`src/design/soc_pkg.sv`:
```
`default_nettype none

package soc_pkg;

	// Bus geometry
	localparam int ARCHBITSZ = 32;
	localparam int ADDRBITSZ = ARCHBITSZ - $clog2(ARCHBITSZ / 8);

	typedef enum logic [1:0] {
		PINOOP = 2'b00,
		PIWROP = 2'b01,
		PIRDOP = 2'b10,
		// Read-write swap, served as a plain read
		PIRWOP = 2'b11
	} pi1_op_t;

	// Device order as listed in the device table
	typedef enum logic [2:0] {
		DEV_DEVTBL,
		DEV_SDCARD,
		DEV_PWM0,
		DEV_GP0IO,
		DEV_GP1IO,
		DEV_INTCTRL,
		DEV_UART
	} dev_idx_t;

	localparam int DEV_COUNT = 7;

	localparam logic [15:0] DEV_ID [DEV_COUNT] = '{
		16'd7, 16'd4, 16'd9, 16'd6, 16'd6, 16'd3, 16'd5
	};

	localparam logic DEV_USEINTR [DEV_COUNT] = '{
		1'b0, 1'b1, 1'b0, 1'b1, 1'b1, 1'b0, 1'b1
	};

	// Every device maps 4 KB
	localparam logic [ARCHBITSZ-1:0] DEV_MAPSZ_BYTES = 32'h0000_1000;

	localparam int DEVTBL_WORDS     = 1024;
	localparam int DEVTBL_ADDRBITSZ = $clog2(DEVTBL_WORDS);
	localparam int DEVTBL_CTRL_WORD = DEVTBL_WORDS - 1;

	// Remaining devices sit back to back after the device table window
	localparam int EXT_LAST_WORD =
		DEVTBL_WORDS + (DEV_COUNT - 1) * (DEV_MAPSZ_BYTES / (ARCHBITSZ / 8)) - 1;

	// Device table read word, descriptor or map size
	typedef union packed {
		struct packed {
			logic [14:0] rsvd;
			logic        useintr;
			logic [15:0] id;
		} desc;
		logic [ARCHBITSZ-1:0] mapsz;
	} devtbl_word_u;

endpackage

`default_nettype wire
```
`src/design/platform_top.sv`:
```
`timescale 1ns/1ps
`default_nettype none

module platform_top #(
	parameter int RST_CNTR_BITSZ      = 16,
	parameter int ACTIVITY_CNTR_BITSZ = 7
) (
	input  wire                             clk_2x_w,
	input  wire                             rst_p,
	input  wire soc_pkg::pi1_op_t           pi1_op_i,
	input  wire [soc_pkg::ADDRBITSZ-1:0]    pi1_addr_i,
	input  wire [soc_pkg::ARCHBITSZ-1:0]    pi1_data_i,
	input  wire [soc_pkg::ARCHBITSZ/8-1:0]  pi1_sel_i,
	input  wire [soc_pkg::ARCHBITSZ-1:0]    ext_data_i,
	input  wire                             ext_rdy_i,
	input  wire                             fault_i,
	output wire [soc_pkg::ARCHBITSZ-1:0]    pi1_data_o,
	output wire                             pi1_rdy_o,
	output wire soc_pkg::pi1_op_t           ext_op_o,
	output wire [soc_pkg::ADDRBITSZ-1:0]    ext_addr_o,
	output wire [soc_pkg::ARCHBITSZ-1:0]    ext_data_o,
	output wire [soc_pkg::ARCHBITSZ/8-1:0]  ext_sel_o,
	output wire                             sys_rst_o,
	output wire                             activity_o
);
	import soc_pkg::*;

	// Device table side of the decoder
	wire pi1_op_t                 dt_op_w;
	wire [DEVTBL_ADDRBITSZ-1:0]   dt_addr_w;
	wire [ARCHBITSZ-1:0]          dt_wdata_w;
	wire [ARCHBITSZ-1:0]          dt_rdata_w;
	wire [ARCHBITSZ/8-1:0]        dt_sel_w;

	wire soft_rst0_w;
	wire soft_rst1_w;

	pi1_addr_decoder u_decoder (
		.clk_2x_w   (clk_2x_w),
		.rst_p      (rst_p),
		.pi1_op_i   (pi1_op_i),
		.pi1_addr_i (pi1_addr_i),
		.pi1_data_i (pi1_data_i),
		.pi1_sel_i  (pi1_sel_i),
		.pi1_data_o (pi1_data_o),
		.pi1_rdy_o  (pi1_rdy_o),
		.dt_op_o    (dt_op_w),
		.dt_addr_o  (dt_addr_w),
		.dt_data_i  (dt_rdata_w),
		.dt_data_o  (dt_wdata_w),
		.dt_sel_o   (dt_sel_w),
		.ext_op_o   (ext_op_o),
		.ext_addr_o (ext_addr_o),
		.ext_data_i (ext_data_i),
		.ext_data_o (ext_data_o),
		.ext_sel_o  (ext_sel_o),
		.ext_rdy_i  (ext_rdy_i)
	);

	// Software reset clears the table through the system reset
	device_table u_devtbl (
		.clk_2x_w    (clk_2x_w),
		.rst_i       (sys_rst_o),
		.op_i        (dt_op_w),
		.addr_i      (dt_addr_w),
		.data_i      (dt_wdata_w),
		.sel_i       (dt_sel_w),
		.data_o      (dt_rdata_w),
		.soft_rst0_o (soft_rst0_w),
		.soft_rst1_o (soft_rst1_w)
	);

	reset_sequencer #(
		.RST_CNTR_BITSZ (RST_CNTR_BITSZ)
	) u_rstseq (
		.clk_2x_w    (clk_2x_w),
		.rst_p       (rst_p),
		.soft_rst0_i (soft_rst0_w),
		.soft_rst1_i (soft_rst1_w),
		.sys_rst_o   (sys_rst_o)
	);

	activity_dimmer #(
		.ACTIVITY_CNTR_BITSZ (ACTIVITY_CNTR_BITSZ)
	) u_dimmer (
		.clk_2x_w   (clk_2x_w),
		.rst_p      (rst_p),
		.pi1_op_i   (pi1_op_i),
		.pi1_rdy_i  (pi1_rdy_o),
		.fault_i    (fault_i),
		.activity_o (activity_o)
	);

endmodule

`default_nettype wire

```
`src/design/activity_dimmer.sv`:
```
`timescale 1ns/1ps
`default_nettype none

module activity_dimmer #(
	parameter int ACTIVITY_CNTR_BITSZ = 7
) (
	input  wire                   clk_2x_w,
	input  wire                   rst_p,
	input  wire soc_pkg::pi1_op_t pi1_op_i,
	input  wire                   pi1_rdy_i,
	input  wire                   fault_i,
	output logic                  activity_o
);
	import soc_pkg::*;

	logic                           event_w;
	logic [ACTIVITY_CNTR_BITSZ-1:0] dim_cntr_q;

	// Accepted bus request or a fault
	assign event_w = ((pi1_op_i != PINOOP) && pi1_rdy_i) || fault_i;

	// One cycle of light, then a dark stretch that ignores events
	always_ff @(posedge clk_2x_w) begin
		if (rst_p) begin
			activity_o <= 1'b0;
			dim_cntr_q <= '0;
		end else if (dim_cntr_q != '0) begin
			activity_o <= 1'b0;
			dim_cntr_q <= dim_cntr_q - 1'b1;
		end else if (event_w) begin
			activity_o <= 1'b1;
			dim_cntr_q <= '1;
		end else begin
			activity_o <= 1'b0;
		end
	end

endmodule

`default_nettype wire

```
`src/design/reset_sequencer.sv`:
```
`timescale 1ns/1ps
`default_nettype none

module reset_sequencer #(
	parameter int RST_CNTR_BITSZ = 16
) (
	input  wire  clk_2x_w,
	input  wire  rst_p,
	input  wire  soft_rst0_i,
	input  wire  soft_rst1_i,
	output logic sys_rst_o
);

	logic                      swcoldrst_w;
	logic                      swwarmrst_w;
	logic                      swpwroff_w;
	logic                      rst_p_q;
	logic                      pwroff_q;
	logic [RST_CNTR_BITSZ-1:0] rst_cntr_q;

	// Request decode, a cold reset is handled like a warm one
	assign swcoldrst_w = soft_rst0_i && soft_rst1_i;
	assign swwarmrst_w = !soft_rst0_i && soft_rst1_i;
	assign swpwroff_w  = soft_rst0_i && !soft_rst1_i;

	// Holds the reload one edge past rst_p release
	always_ff @(posedge clk_2x_w) begin
		rst_p_q <= rst_p;
	end

	always_ff @(posedge clk_2x_w) begin
		if (rst_p || rst_p_q || swwarmrst_w || swcoldrst_w) begin
			rst_cntr_q <= '1;
		end else if (rst_cntr_q != '0) begin
			rst_cntr_q <= rst_cntr_q - 1'b1;
		end
	end

	// Power-off stays latched until the board reset
	always_ff @(posedge clk_2x_w) begin
		if (rst_p) begin
			pwroff_q <= 1'b0;
		end else if (swpwroff_w) begin
			pwroff_q <= 1'b1;
		end
	end

	assign sys_rst_o = (rst_cntr_q != '0) || pwroff_q;

endmodule

`default_nettype wire

```
`src/design/device_table.sv`:
```
`timescale 1ns/1ps
`default_nettype none

module device_table (
	input  wire                                  clk_2x_w,
	input  wire                                  rst_i,
	input  wire soc_pkg::pi1_op_t                op_i,
	input  wire [soc_pkg::DEVTBL_ADDRBITSZ-1:0]  addr_i,
	input  wire [soc_pkg::ARCHBITSZ-1:0]         data_i,
	input  wire [soc_pkg::ARCHBITSZ/8-1:0]       sel_i,
	output logic [soc_pkg::ARCHBITSZ-1:0]        data_o,
	output logic                                 soft_rst0_o,
	output logic                                 soft_rst1_o
);
	import soc_pkg::*;

	localparam logic [DEVTBL_ADDRBITSZ-1:0] CTRL_ADDR =
		DEVTBL_ADDRBITSZ'(DEVTBL_CTRL_WORD);
	// First offset past the descriptor and size pairs
	localparam logic [DEVTBL_ADDRBITSZ-1:0] DESC_END =
		DEVTBL_ADDRBITSZ'(2 * DEV_COUNT);
	localparam int DEV_IDX_BITSZ = $bits(dev_idx_t);

	devtbl_word_u rd_word_w;
	dev_idx_t     dev_w;
	logic         rd_en_w;
	logic         ctrl_wr_w;

	// Two words per device, descriptor then map size
	always_comb begin
		dev_w     = dev_idx_t'(addr_i[DEV_IDX_BITSZ:1]);
		rd_word_w = '0;
		if (addr_i == CTRL_ADDR) begin
			rd_word_w.mapsz = {{(ARCHBITSZ - 2){1'b0}}, soft_rst1_o, soft_rst0_o};
		end else if (addr_i < DESC_END) begin
			if (addr_i[0]) begin
				rd_word_w.mapsz = DEV_MAPSZ_BYTES;
			end else begin
				rd_word_w.desc.useintr = DEV_USEINTR[dev_w];
				rd_word_w.desc.id      = DEV_ID[dev_w];
			end
		end
	end

	assign rd_en_w   = (op_i == PIRDOP) || (op_i == PIRWOP);
	assign ctrl_wr_w = (op_i == PIWROP) && (addr_i == CTRL_ADDR) && sel_i[0];

	always_ff @(posedge clk_2x_w) begin
		if (rd_en_w) begin
			data_o <= rd_word_w;
		end
	end

	// Software reset control, bit 0 and bit 1
	always_ff @(posedge clk_2x_w) begin
		if (rst_i) begin
			soft_rst0_o <= 1'b0;
			soft_rst1_o <= 1'b0;
		end else if (ctrl_wr_w) begin
			soft_rst0_o <= data_i[0];
			soft_rst1_o <= data_i[1];
		end
	end

endmodule

`default_nettype wire

```
`src/design/pi1_addr_decoder.sv`:
```
`timescale 1ns/1ps
`default_nettype none

module pi1_addr_decoder (
	input  wire                                  clk_2x_w,
	input  wire                                  rst_p,
	input  wire soc_pkg::pi1_op_t                pi1_op_i,
	input  wire [soc_pkg::ADDRBITSZ-1:0]         pi1_addr_i,
	input  wire [soc_pkg::ARCHBITSZ-1:0]         pi1_data_i,
	input  wire [soc_pkg::ARCHBITSZ/8-1:0]       pi1_sel_i,
	output logic [soc_pkg::ARCHBITSZ-1:0]        pi1_data_o,
	output logic                                 pi1_rdy_o,
	output soc_pkg::pi1_op_t                     dt_op_o,
	output logic [soc_pkg::DEVTBL_ADDRBITSZ-1:0] dt_addr_o,
	input  wire [soc_pkg::ARCHBITSZ-1:0]         dt_data_i,
	output logic [soc_pkg::ARCHBITSZ-1:0]        dt_data_o,
	output logic [soc_pkg::ARCHBITSZ/8-1:0]      dt_sel_o,
	output soc_pkg::pi1_op_t                     ext_op_o,
	output logic [soc_pkg::ADDRBITSZ-1:0]        ext_addr_o,
	input  wire [soc_pkg::ARCHBITSZ-1:0]         ext_data_i,
	output logic [soc_pkg::ARCHBITSZ-1:0]        ext_data_o,
	output logic [soc_pkg::ARCHBITSZ/8-1:0]      ext_sel_o,
	input  wire                                  ext_rdy_i
);
	import soc_pkg::*;

	localparam logic [ADDRBITSZ-1:0] DT_LAST  = ADDRBITSZ'(DEVTBL_WORDS - 1);
	localparam logic [ADDRBITSZ-1:0] EXT_LAST = ADDRBITSZ'(EXT_LAST_WORD);

	// Target codes
	localparam logic [1:0] TGT_DT  = 2'd0;
	localparam logic [1:0] TGT_EXT = 2'd1;
	localparam logic [1:0] TGT_INV = 2'd2;

	logic [1:0] tgt_w;
	logic       rd_acc_w;
	logic [1:0] rd_tgt_q;

	always_comb begin
		if (pi1_addr_i <= DT_LAST) begin
			tgt_w = TGT_DT;
		end else if (pi1_addr_i <= EXT_LAST) begin
			tgt_w = TGT_EXT;
		end else begin
			tgt_w = TGT_INV;
		end
	end

	// Only the selected target sees the op, writes above the map are dropped
	always_comb begin
		dt_op_o    = (tgt_w == TGT_DT) ? pi1_op_i : PINOOP;
		dt_addr_o  = pi1_addr_i[DEVTBL_ADDRBITSZ-1:0];
		dt_data_o  = pi1_data_i;
		dt_sel_o   = pi1_sel_i;
		ext_op_o   = (tgt_w == TGT_EXT) ? pi1_op_i : PINOOP;
		ext_addr_o = pi1_addr_i;
		ext_data_o = pi1_data_i;
		ext_sel_o  = pi1_sel_i;
	end

	// Device table and invalid responder never stall
	assign pi1_rdy_o = (tgt_w == TGT_EXT) ? ext_rdy_i : 1'b1;

	assign rd_acc_w = pi1_rdy_o && ((pi1_op_i == PIRDOP) || (pi1_op_i == PIRWOP));

	// Remember who owns the read data of the next cycle
	always_ff @(posedge clk_2x_w) begin
		if (rst_p) begin
			rd_tgt_q <= TGT_INV;
		end else if (rd_acc_w) begin
			rd_tgt_q <= tgt_w;
		end
	end

	always_comb begin
		case (rd_tgt_q)
			TGT_DT:  pi1_data_o = dt_data_i;
			TGT_EXT: pi1_data_o = ext_data_i;
			// Invalid device reads as zero
			default: pi1_data_o = '0;
		endcase
	end

endmodule

`default_nettype wire

```
`config.mk`:
```
export PLATFORM = sky130hd
export DESIGN_NAME = platform_top
export DESIGN_NICKNAME = d
export VERILOG_FILES = /design/src/design/soc_pkg.sv /design/src/design/platform_top.sv /design/src/design/activity_dimmer.sv /design/src/design/reset_sequencer.sv /design/src/design/device_table.sv /design/src/design/pi1_addr_decoder.sv
export SDC_FILE = /design/constraint.sdc
export NUM_CORES = 1
export LEC_CHECK = 0
export BUFFER_PORTS_ARGS = -buffer_cell sky130_fd_sc_hd__clkbuf_2
export CELL_PAD_IN_SITES_DETAIL_PLACEMENT = 2
export CELL_PAD_IN_SITES_GLOBAL_PLACEMENT = 2
export CORE_MARGIN = 8
export CORE_UTILIZATION = 18
export DETAILED_ROUTE_END_ITERATION = 16
export HOLD_SLACK_MARGIN = 0.1
export PLACE_DENSITY = 0.87
export SLEW_MARGIN = 10
export SYNTH_ARGS = -nofsm -noshare
export SYNTH_HDL_FRONTEND = slang
export SYNTH_SLANG_ARGS = --single-unit
```
`constraint.sdc`:
```
create_clock -name clk_2x_w -period 1.75 [get_ports clk_2x_w]
set_input_delay 0.0875 -clock clk_2x_w [delete_from_list [all_inputs] [get_ports clk_2x_w]]
set_output_delay 0.0875 -clock clk_2x_w [all_outputs]
set_load 0.03 [all_outputs]
```
==> summary.txt <==
Outcome
  • Outcome: finished, violations left
  • Failing checks: negative setup slack

Final layout
  • Final core occ: 0.243
  • Finished Layout Cells: 624
  • ANT cells: 0
  • Nets@finish: 545
  • Area grow syn2layout: 33.9%
  • Fraction of layout instances using a drive strength above 1: 0.500

Clock tree
  • CTS buffer count: 5
  • Clk slew on worst S/H paths: 0.06 ns
  • Worst skew pair latency: 0.28 ns
  • Hold-fix buffer count after cts: 0
  • Worst-case clock buffer depth: 2
  • CTS root buffer: clkbuf_16
  • # H-tree levels: 2
  • CTS tree: yes
  • Clock sinks: 36

Worst hold path
  • Hold Crit Class: in2reg
  • Hold endpoint: u_devtbl.soft_rst0_o
  • Cell depth of the worst hold path: 3
  • Hold wc startpoint: pi1_data_i[0]

Placement
  • Placed Cells: 603
  • Gpl congestion: 0.878
  • Port-buffer cells: 140
  • Post-DP HPWL: 8890 um
  • Pre-CTS setup slack: -0.101 ns

STA
  • Setup WS post-layout: -0.104 ns
  • Post-Route Setup TNS: -0.151 ns
  • Max-slew headroom: 0.714
  • Finish-stage setup viols: 2
  • FMAX: 539 MHz
  • Final hold viol count: 0
  • RSZ-0062 raised after global routing: yes
  • Clk_skew: 0.00963 ns
  • Tmin final: 1.85 ns
  • Slew @ Worst Pin: 0.423 ns
  • Final period util: 1.06
  • Max Slew Vio Count: 0
  • Hold WS: 0.111 ns

Routing
  • ANT nets after route: 0
  • Drt wl/cell: 17.6 um
  • Drt first pass iters: 4
  • Via density: 4.50
  • Remaining DRCs: 0
  • Vias: 2810
  • Final wirelength: 11000 um
  • DR iter-0 viols: 94

Synthesis
  • Count of different cell masters after synthesis: 53
  • Syn_nets: 444
  • #FFs+latches synth: 36
  • Number of flops mapped to enable cells by yosys: 6
  • Synth Warn #: 0
  • Register area share after synthesis: 0.286
  • Fraction of registers with async set/reset: 0
  • Cells after synthesis: 334
  • Mapped cell area: 2730 um^2
  • Post-Syn Area per Cell: 8.18 um^2
  • Top_reg_cell synth: dfxtp_1

Die
  • Core Area: 15000 um^2
  • Row cnt: 45
  • Die Span Y: 139 um
  • I/O pin count: 207
  • DIE WIDTH: 139 um
  • Starting density of the core: 0.182
  • Die Footprint: 19400 um^2

Power and ir drop
  • Max VDD drop: 0.312 mV
  • Clock share of power: 0.353
  • Sw Share: 0.322
  • NetSw: 945 uW
  • Pwr dens: 801 nW/um^2
  • P_leak: 0.00167 uW
  • Cell Int Power: 1990 uW
  • Combinational share of power: 0.306
  • Seq pwr share: 0.341

Global routing
  • Total GRT Usage: 0.109
  • First-pass GRT wire length: 17200 um
  • Initial antenna violation count: 0
  • Vias in the first global route: 3205
  • Pin count of the biggest net entering global routing: 27
  • Gr ovfl total: 0

Flow run
  • Max Cap Viol: 0

Worst setup path
  • Critical path peak fanout: 2
  • Worst Setup End Kind: primary output
  • FF-to-FF setup slack: -0.05 ns
  • FF-to-FF path depth: 5
  • Crit Path Class: reg2out
  • Worst setup SP type: flip-flop
  • Reg2reg start: u_rstseq.rst_cntr_q[4]
  • Critical Path RT: 1.66 ns
  • Reg2reg end: u_rstseq.rst_cntr_q[15]
  • WP data arrival: 1.77 ns
final cells by class:
class	count	area [um^2]
fillers	1738	11400
multi-input cells	209	1480
repair buffers	169	942
flip-flops and latches	36	787
well taps	188	235
clock buffers	5	125
inverters	14	52.6
clock inverters	3	41.3
registers in the layout, indices dropped and copies added (netlist names):
| signal | cells |
|---|---|
| u_devtbl.data_o | 6 |
| u_rstseq.rst_cntr_q | 16 |
| u_decoder.rd_tgt_q | 2 |
| u_dimmer.activity_o | 1 |
| u_devtbl.soft_rst0_o | 1 |
| u_devtbl.soft_rst1_o | 1 |
| u_rstseq.pwroff_q | 1 |
| u_dimmer.dim_cntr_q | 7 |
| u_rstseq.rst_p_q | 1 |
metal layers:
layer	global-route usage	wire [um]	up-vias
met5	0	0	-
met4	0.0231	86	0
met3	0.0359	697	14
met2	0.217	6240	89
met1	0.106	3930	1381
li1	-	-	1326
placed cells by master (no fill, tap or decap), types with 3 or more instances in the layout:
cell type / count
a21oi_1: 10
a31o_2: 3
a31oi_1: 4
and2_1: 28
and3_1: 5
and4_1: 6
buf_4: 28
clkbuf_16: 6
clkbuf_2: 139
dfxtp_1: 25
dfxtp_2: 5
edfxtp_1: 6
ha_1: 4
inv_1: 10
inv_2: 4
mux2i_1: 7
nand2b_1: 7
nand3_1: 13
nand3_2: 4
nand4_1: 5
nor2_1: 23
nor2b_1: 3
nor3_1: 6
nor4_1: 7
o21ai_0: 13
o31ai_1: 5
or3_1: 5
or3_4: 5
or4_1: 3
or4_4: 3
metrics by stage:
| step | power, uW | cell area (um^2) |
|---|---|---|
| 2_1_floorplan | 1650 | 2740 |
| 3_3_place_gp | 1680 | 3260 |
| 3_5_place_dp | 1740 | 3260 |
| 4_1_cts | 2880 | 3570 |
| 5_1_grt | 3090 | 3660 |
| 6_report | 2930 | 3660 |
critical path: stages, from the launching register on:
cell and delay [ns]:
dfxtp_2 0.32, or3_4 0.38, or2_4 0.24, or3_4 0.38
clkbuf_16 0.17
synthesized netlist by cell type, types with 2 or more instances:
cell,instances,area share
nand2b_1,7,0.016
or4_1,6,0.016
and3_1,5,0.011
o211ai_1,2,0.0055
nor2_1,23,0.032
a31oi_1,4,0.0092
and4_1,7,0.022
dfxtp_1,30,0.22
and2_1,28,0.064
o21ai_0,13,0.024
o22ai_1,2,0.0046
nor4_1,7,0.016
edfxtp_1,6,0.066
nor2b_1,3,0.0069
a31o_2,3,0.0096
buf_4,66,0.18
or3_1,8,0.018
or3_4,2,0.0082
a21o_1,2,0.0055
a21oi_1,10,0.018
nand4_1,5,0.011
o311ai_0,2,0.0064
o31ai_1,5,0.014
inv_1,14,0.019
nand3_1,17,0.031
clkbuf_1,8,0.011
mux2i_1,7,0.026
or2_2,3,0.0069
ha_1,6,0.027
nor3_1,9,0.016
nand2_1,2,0.0027
worst max-delay path by stage:
stage                                  startpoint                      end  slack (ns)  depth (start not counted)
after floorplan            u_rstseq.rst_cntr_q[3]     u_devtbl.soft_rst0_o        0.04                          4
after global placement     u_rstseq.rst_cntr_q[0]  u_rstseq.rst_cntr_q[15]        0.05                          6
after detailed placement   u_dimmer.dim_cntr_q[0]   u_dimmer.dim_cntr_q[1]       -0.10                          6
after CTS                  u_rstseq.rst_cntr_q[4]                sys_rst_o       -0.15                          4
after global routing      u_rstseq.rst_cntr_q[13]                sys_rst_o       -0.17                          4
final                      u_rstseq.rst_cntr_q[4]                sys_rst_o       -0.10                          4
power by group through the flow:
stage	logic [uW]	registers [uW]	clock network, uW
after floorplan	660	993	0
after global placement	685	997	0
after detailed placement	731	1010	0
after CTS	838	992	1050
after global routing	994	1010	1090
final	897	999	1040
repair_timing:
item                       4_1_cts  5_1_grt
pin swaps                        7        5
resized for setup               18       17
hold endpoints to repair         0        0
buffers inserted                 9        4
setup endpoints to repair        8       20
cells by family after synthesis:
logic type | Yosys count | share of synthesized area
multiplexers | 8 | 0.0298
XOR/XNOR | 1 | 0.00321
AO/OA/AOI/OAI | 50 | 0.121
AND/OR/NAND/NOR | 144 | 0.320
adder cells (fa/ha/maj) | 6 | 0.0275
flip-flops | 36 | 0.286
buffers and inverters | 89 | 0.213
Power figures use the tool's default switching activity.
